File: src/logic/timekeeper_pkg.sv
package timekeeper_pkg;

   ////////////////////////////////////////
   // basic types

   typedef logic [31:0] word_t;      // host data word, also one half of the time.
   typedef logic [7:0]  sr_addr_t;
   typedef logic [63:0] vita_time_t; // seconds in [63:32], ticks in [31:0].

   // control register layout.
   typedef struct packed {
      logic set_imm;       // load at once instead of waiting for PPS.
      logic pps_polarity;  // 1 samples PPS on the rising clock edge.
   } time_ctrl_t;

   ////////////////////////////////////////
   // register offsets, added to BASE

   localparam sr_addr_t ADDR_NEXT_SECS  = 8'd0;
   localparam sr_addr_t ADDR_NEXT_TICKS = 8'd1;
   localparam sr_addr_t ADDR_TIME_CTRL  = 8'd2;
   localparam sr_addr_t ADDR_TRIG_SECS  = 8'd3;
   localparam sr_addr_t ADDR_TRIG_TICKS = 8'd4;

endpackage

File: src/logic/setting_reg.sv
module setting_reg
   import timekeeper_pkg::*;
   #(
      parameter sr_addr_t my_addr   = 8'd0,
      parameter type      payload_t = word_t
   )
   (
      input  logic     clk,
      input  logic     rst,
      input  logic     strobe,
      input  sr_addr_t addr,
      input  word_t    in,
      output payload_t out,
      output logic     changed
   );

   localparam int W = $bits(payload_t);

   logic hit;

   assign hit = strobe && (addr == my_addr);

   always_ff @(posedge clk)
   begin
      if (rst)
      begin
         out     <= '0;
         changed <= 1'b0;
      end
      else
      begin
         if (hit)
            out <= payload_t'(in[W-1:0]); // only the low bits are kept.
         changed <= hit;
      end
   end

endmodule

File: src/logic/time_settings.sv
module time_settings
   import timekeeper_pkg::*;
   #(
      parameter int BASE = 0
   )
   (
      input  logic       clk,
      input  logic       rst,
      input  logic       set_stb,
      input  sr_addr_t   set_addr,
      input  word_t      set_data,
      output word_t      next_secs,
      output word_t      next_ticks,
      output logic       load_req,
      output logic       set_imm,
      output logic       pps_polarity,
      output vita_time_t trig_time,
      output logic       arm_req
   );

   word_t      trig_secs;
   word_t      trig_ticks;
   time_ctrl_t ctrl;

   ////////////////////////////////////////
   // time preset

   // writing the seconds word is what requests the load.
   setting_reg #(.my_addr(sr_addr_t'(BASE + ADDR_NEXT_SECS)), .payload_t(word_t)) sr_next_secs
      (.clk(clk), .rst(rst), .strobe(set_stb), .addr(set_addr), .in(set_data),
       .out(next_secs), .changed(load_req));

   setting_reg #(.my_addr(sr_addr_t'(BASE + ADDR_NEXT_TICKS)), .payload_t(word_t)) sr_next_ticks
      (.clk(clk), .rst(rst), .strobe(set_stb), .addr(set_addr), .in(set_data),
       .out(next_ticks), .changed());

   setting_reg #(.my_addr(sr_addr_t'(BASE + ADDR_TIME_CTRL)), .payload_t(time_ctrl_t)) sr_ctrl
      (.clk(clk), .rst(rst), .strobe(set_stb), .addr(set_addr), .in(set_data),
       .out(ctrl), .changed());

   ////////////////////////////////////////
   // trigger time

   setting_reg #(.my_addr(sr_addr_t'(BASE + ADDR_TRIG_SECS)), .payload_t(word_t)) sr_trig_secs
      (.clk(clk), .rst(rst), .strobe(set_stb), .addr(set_addr), .in(set_data),
       .out(trig_secs), .changed());

   // the ticks word arms the trigger, so it goes last.
   setting_reg #(.my_addr(sr_addr_t'(BASE + ADDR_TRIG_TICKS)), .payload_t(word_t)) sr_trig_ticks
      (.clk(clk), .rst(rst), .strobe(set_stb), .addr(set_addr), .in(set_data),
       .out(trig_ticks), .changed(arm_req));

   assign set_imm      = ctrl.set_imm;
   assign pps_polarity = ctrl.pps_polarity;
   assign trig_time    = {trig_secs, trig_ticks};

   a_one_request : assert property (@(posedge clk) disable iff (rst) !(load_req && arm_req))
      else $error("load_req and arm_req high in the same cycle.");

endmodule

File: src/logic/pps_capture.sv
module pps_capture
   (
      input  logic clk,
      input  logic rst,
      input  logic pps,
      input  logic pps_polarity,
      output logic pps_edge
   );

   logic       pps_reg_p;
   logic       pps_reg_n;
   logic       pps_sel;
   logic [1:0] pps_del;

   ////////////////////////////////////////
   // raw samples on both clock edges

   always_ff @(posedge clk)
      pps_reg_p <= pps;

   always_ff @(negedge clk)
      pps_reg_n <= pps;

   assign pps_sel = pps_polarity ? pps_reg_p : pps_reg_n;

   // two-stage history, the rising edge is new high over old low.
   always_ff @(posedge clk)
   begin
      if (rst)
         pps_del <= 2'b00;
      else
         pps_del <= {pps_del[0], pps_sel};
   end

   assign pps_edge = pps_del[0] & ~pps_del[1];

   a_edge_single : assert property (@(posedge clk) disable iff (rst) pps_edge |=> !pps_edge)
      else $error("pps_edge high in two consecutive cycles.");

endmodule

File: src/logic/vita_time_counter.sv
module vita_time_counter
   import timekeeper_pkg::*;
   #(
      parameter word_t TICKS_PER_SEC = 32'd100_000_000
   )
   (
      input  logic       clk,
      input  logic       rst,
      input  logic       pps,
      input  logic       pps_polarity,
      input  logic       set_imm,
      input  logic       load_req,
      input  word_t      next_secs,
      input  word_t      next_ticks,
      output vita_time_t vita_time,
      output logic       pps_edge
   );

   localparam word_t ROLLOVER = TICKS_PER_SEC - 32'd1;

   word_t secs;
   word_t ticks;
   logic  load_req_q;
   logic  pending;
   logic  load_now;

   pps_capture pps_capture_inst
      (.clk(clk), .rst(rst), .pps(pps), .pps_polarity(pps_polarity), .pps_edge(pps_edge));

   assign load_now = pending & (set_imm | pps_edge);

   ////////////////////////////////////////
   // pending load

   always_ff @(posedge clk)
   begin
      if (rst)
      begin
         load_req_q <= 1'b0;
         pending    <= 1'b0;
      end
      else
      begin
         load_req_q <= load_req;
         if (load_req_q)
            pending <= 1'b1; // a new request wins over a load at the same edge.
         else if (load_now)
            pending <= 1'b0;
      end
   end

   ////////////////////////////////////////
   // seconds and ticks

   always_ff @(posedge clk)
   begin
      if (rst)
      begin
         secs  <= '0;
         ticks <= '0;
      end
      else if (load_now)
      begin
         secs  <= next_secs;
         ticks <= next_ticks;
      end
      else if (ticks == ROLLOVER)
      begin
         secs  <= secs + 32'd1;
         ticks <= '0;
      end
      else
         ticks <= ticks + 32'd1;
   end

   assign vita_time = {secs, ticks};

   // a host preset may be out of range, so the cycle after a load is not checked.
   a_ticks_range : assert property (@(posedge clk) disable iff (rst)
                                    !$past(load_now) |-> (ticks <= ROLLOVER))
      else $error("ticks past the end of the second.");

endmodule

File: src/logic/time_trigger.sv
module time_trigger
   import timekeeper_pkg::*;
   (
      input  logic       clk,
      input  logic       rst,
      input  vita_time_t vita_time,
      input  vita_time_t trig_time,
      input  logic       arm_req,
      input  logic       pps_edge,
      output logic       trig_stb,
      output vita_time_t pps_time
   );

   logic armed;

   // fires once the running time is at or past the target.
   assign trig_stb = armed && (vita_time >= trig_time);

   ////////////////////////////////////////
   // arming

   always_ff @(posedge clk)
   begin
      if (rst)
         armed <= 1'b0;
      else if (arm_req)
         armed <= 1'b1;
      else if (trig_stb)
         armed <= 1'b0; // one strobe per arming.
   end

   ////////////////////////////////////////
   // time stamp at PPS

   always_ff @(posedge clk)
   begin
      if (rst)
         pps_time <= '0;
      else if (pps_edge)
         pps_time <= vita_time;
   end

   // a rearm at the firing edge may legally fire again.
   a_stb_single : assert property (@(posedge clk) disable iff (rst)
                                   (trig_stb && !arm_req) |=> !trig_stb)
      else $error("trig_stb high two cycles in a row.");

endmodule

File: src/logic/vita_timekeeper.sv
module vita_timekeeper
   import timekeeper_pkg::*;
   #(
      parameter word_t TICKS_PER_SEC = 32'd100_000_000,
      parameter int    BASE          = 0
   )
   (
      input  logic       clk,
      input  logic       rst,
      input  logic       set_stb,
      input  sr_addr_t   set_addr,
      input  word_t      set_data,
      input  logic       pps,
      output vita_time_t vita_time,
      output logic       pps_int,
      output logic       trig_stb,
      output vita_time_t pps_time
   );

   word_t      next_secs;
   word_t      next_ticks;
   logic       load_req;
   logic       set_imm;
   logic       pps_polarity;
   vita_time_t trig_time;
   logic       arm_req;

   ////////////////////////////////////////
   // decode

   time_settings #(.BASE(BASE)) time_settings_inst
      (.clk(clk), .rst(rst),
       .set_stb(set_stb), .set_addr(set_addr), .set_data(set_data),
       .next_secs(next_secs), .next_ticks(next_ticks), .load_req(load_req),
       .set_imm(set_imm), .pps_polarity(pps_polarity),
       .trig_time(trig_time), .arm_req(arm_req));

   ////////////////////////////////////////
   // execute

   vita_time_counter #(.TICKS_PER_SEC(TICKS_PER_SEC)) vita_time_counter_inst
      (.clk(clk), .rst(rst), .pps(pps), .pps_polarity(pps_polarity),
       .set_imm(set_imm), .load_req(load_req),
       .next_secs(next_secs), .next_ticks(next_ticks),
       .vita_time(vita_time), .pps_edge(pps_int)); // the edge pulse leaves as pps_int.

   ////////////////////////////////////////
   // result

   time_trigger time_trigger_inst
      (.clk(clk), .rst(rst), .vita_time(vita_time), .trig_time(trig_time),
       .arm_req(arm_req), .pps_edge(pps_int),
       .trig_stb(trig_stb), .pps_time(pps_time));

endmodule

File: config.mk
export PLATFORM = sky130hd
export DESIGN_NAME = vita_timekeeper
export DESIGN_NICKNAME = d
export VERILOG_FILES = /design/src/logic/timekeeper_pkg.sv /design/src/logic/setting_reg.sv /design/src/logic/time_settings.sv /design/src/logic/pps_capture.sv /design/src/logic/vita_time_counter.sv /design/src/logic/time_trigger.sv /design/src/logic/vita_timekeeper.sv
export SDC_FILE = /design/constraint.sdc
export NUM_CORES = 1
export LEC_CHECK = 0
export BUFFER_PORTS_ARGS = -buffer_cell sky130_fd_sc_hd__buf_2
export CORE_MARGIN = 2
export CORE_UTILIZATION = 45
export DETAILED_ROUTE_END_ITERATION = 10
export GPL_TIMING_DRIVEN = 0
export HOLD_SLACK_MARGIN = 0.02
export PLACE_DENSITY = 0.67
export SYNTH_ARGS = -nofsm -noshare
export SYNTH_HDL_FRONTEND = slang
export SYNTH_SLANG_ARGS = --single-unit
File: constraint.sdc
create_clock -name clk -period 2.9 [get_ports clk]
set_input_delay 0.58 -clock clk [delete_from_list [all_inputs] [get_ports clk]]
set_output_delay 0.58 -clock clk [all_outputs]
set_load 0.01 [all_outputs]
==> summary.txt <==
Route
  • DR vias: 12305
  • Routed wire length: 41300 um
  • Post-DRT Antenna Nets: 0
  • Drt initial violations: 1202
  • DRC errors left: 0
  • TritonRoute pass-1 iters: 7
  • Vias/cell: 5.73
  • WL per Instance: 19.3 um

Job
  • Maxcap violations: 0

Floorplan
  • Area of the core: 26800 um2
  • Initial core utilization: 0.456
  • Die height: 169 um
  • I/O Pins: 174
  • Cell Rows: 60
  • Die width: 169 um
  • Die area: 28500 um2

Synthesis
  • Net Count, Synth: 1683
  • Post-synth EDFFs: 0
  • Sequential-to-total area share from yosys stat: 0.437
  • Synth Instances: 1573
  • Post-synth top flop: dfxtp_1
  • Syn_area_per_cell: 7.77 um2
  • Top cell type by total area after synthesis: dfxtp_1
  • Synth area leaders: dfxtp_1, nand2_1, a21oi_1, ha_1, inv_1
  • Synth unique cells: 59
  • Asr flop ratio synth: 0
  • Warnings from Yosys: 0
  • Mapped cell area: 12200 um2
  • Yosys top cell area share: 0.437
  • Synthesized flop and latch total: 267

Power and ir drop
  • Switching portion of total power: 0.232
  • Leakage: 5.52 nW
  • Total power: 7.76 mW
  • Int Pwr: 5.96 mW
  • Reg power frac: 0.478
  • Comb pwr share: 0.050
  • VDD IR max: 0.000421 V
  • PwrDens: 523 nW/um2
  • Switching pwr: 1.80 mW
  • Clock share of power: 0.473

Timing
  • Final hold violation count: 0
  • Worst setup margin: -0.294 ns
  • Actual slew at the worst max-slew pin: 0.979 ns
  • Unrepaired setup endpoints after global routing: yes
  • Final setup viols: 1
  • Minimum clock period: 3.19 ns
  • Final Max Tran Viols: 0
  • Slew headroom: 0.347
  • Setup TNS: -0.294 ns
  • Hold slack: 0.152 ns
  • Tcrit/Tclk final: 1.10
  • Worst clock skew: 0.0620 ns
  • Fmax: 313 MHz

Cells and area
  • Number of inserted diodes: 0
  • Fill count: 2591
  • Final Util: 0.554
  • Share of cells above drive strength 1: 0.167
  • Non-Filler Instances: 2146
  • Area Growth Syn to Fin: 21.3%
  • Fin area: 14800 um2
  • Most frequent cells in the layout: nand2_1, dfxtp_1, a21oi_1
  • Most common cell after layout, fill and taps aside: nand2_1
  • Net count, final: 1894

Worst setup path
  • Flop-to-flop setup slack: 0.17 ns
  • CP Launch Point: vita_time_counter_inst.ticks[8]
  • Worst path required time: 2.32 ns
  • Max incr delay on CP: 0.49 ns
  • Crit path to: trig_stb
  • CP Data Arrival Time: 2.61 ns
  • Crit start category: flip-flop
  • R2R depth: 7
  • Critical Path End Type: primary output
  • Slowest CP cell: a2111oi_4
  • R2R Path End: vita_time_counter_inst.secs[8]
  • Top fanout value on the critical path: 8
  • Critical-path cell list: ha_1 -> and4_4 -> nand2_1 -> a2111oi_4 -> o311ai_4 -> a31oi_1 -> buf_2
  • Worst R2R Start: vita_time_counter_inst.ticks[1]
  • Crit path kind: flip-flop to primary output

GRT
  • Largest net degree at the start of global routing: 14
  • Gr usage total: 0.282
  • First-pass GRT wire length: 62700 um
  • GRT overflow: 0
  • Vias in the first global route: 11277
  • Antenna violations before repair: 0

Status
  • Status: complete, but fails checks
  • Violated checks: setup timing

Clocking
  • Root buffer cell: clkbuf_16
  • Worst-Skew Late Latency: 0.59 ns
  • Hold Buf Count CTS: 0
  • CTS H-tree lvls: 1
  • CTS tree: done
  • Clock Sinks: 267
  • Worst-case clock buffer depth: 3
  • Clock-pin transition on the worst setup and hold timing paths: 0.06 ns
  • Cts bufs inserted: 29

Placed design
  • DP Area: 13500 um2
  • Port Buffer Count: 173
  • Post-DP HPWL: 30500 um
  • DP Worst Slack: -1.09 ns
  • Placed cell count: 2087
  • Final Wtd Congestion: 0.886

Hold path
  • Worst min-delay path category: input pin to flip-flop
## routing by layer
layer | global-route usage | wire [um] | vias to the layer above
li1 | - | - | 5868
met1 | 0.387 | 17500 | 5812
met2 | 0.450 | 18700 | 536
met3 | 0.0468 | 3690 | 89
met4 | 0.0993 | 1410 | 0
met5 | 0 | 0 | -
## cell type report
class	instances	area, um2	area share
multi-input combinational	1132	6490	0.438
sequential	267	5400	0.364
timing repair buffer	180	922	0.0622
clock buffer	45	846	0.0570
tap	341	427	0.0288
buffer	93	363	0.0245
inverter	80	300	0.0202
clock inverter	8	88.8	0.00599
## Yosys cell counts (all sizes together), types with 23 or more instances
master and n:
a211oi 23, a21oi 224, clkbuf 79, dfxtp 267, ha 66, inv 81, nand2 432, nand3 32
nand4 27, nor2 46, nor3 25, o21ai 56
## worst min path at each step
stage / from / to / slack [ns] / cells after the start
6_report: pps / vita_time_counter_inst.pps_capture_inst.pps_reg_p / 0.15 / 1
4_1_cts: pps / vita_time_counter_inst.pps_capture_inst.pps_reg_p / 0.15 / 1
5_1_grt: pps / vita_time_counter_inst.pps_capture_inst.pps_reg_p / 0.15 / 1
3_3_place_gp: time_settings_inst.sr_next_secs.changed / vita_time_counter_inst.load_req_q / 0.42 / 1
2_1_floorplan: vita_time_counter_inst.load_req_q / vita_time_counter_inst.pending / 0.41 / 2
3_5_place_dp: vita_time_counter_inst.load_req_q / vita_time_counter_inst.pending / 0.43 / 2
## worst max-delay path, delay by kind of cell, from the launching register on
kind	cells	cell delay [ns]
adder cells (fa/ha/maj)	1	0.34
buffers and inverters	1	0.16
AND/OR/NAND/NOR	2	0.35
AO/OA/AOI/OAI	3	0.82
flip-flops	1	0.40
## state kept, by name, summed over array words and instances (netlist names)
signal                                             count
time_trigger_inst.pps_time                            64
time_settings_inst.sr_next_secs.out                   32
time_settings_inst.sr_next_ticks.out                  32
time_settings_inst.sr_trig_secs.out                   32
time_settings_inst.sr_trig_ticks.out                  32
vita_time_counter_inst.secs                           32
vita_time_counter_inst.ticks                          32
time_settings_inst.sr_ctrl.out                         2
vita_time_counter_inst.pps_capture_inst.pps_del        2
time_settings_inst.sr_next_secs.changed                1
time_settings_inst.sr_trig_ticks.changed               1
time_trigger_inst.armed                                1
vita_time_counter_inst.load_req_q                      1
vita_time_counter_inst.pending                         1
vita_time_counter_inst.pps_capture_inst.pps_reg_n      1
vita_time_counter_inst.pps_capture_inst.pps_reg_p      1
## cells by family after synthesis
family	Yosys count	share of synthesized area
XOR/XNOR	27	0.0193
flip-flops	267	0.437
buffers and inverters	174	0.0544
multiplexers	4	0.00327
adder cells (fa/ha/maj)	66	0.0675
AO/OA/AOI/OAI	375	0.175
AND/OR/NAND/NOR	660	0.244
## power groups by stage
stage	combinational (mW)	sequential (mW)	clock, mW
global route	0.415	3.71	3.84
finish	0.386	3.71	3.67
detailed placement	0.351	3.79	0.00432
CTS	0.379	3.71	3.68
global placement	0.348	3.79	0.00432
floorplan	0.166	3.79	0.00432
## what timing repair did
item                       in CTS  in global routing
pin swaps                      15                  1
setup buffers                   6                  1
setup endpoints to repair      11                 29
resized for setup              66                 13
(Power assumes the default switching activity.)
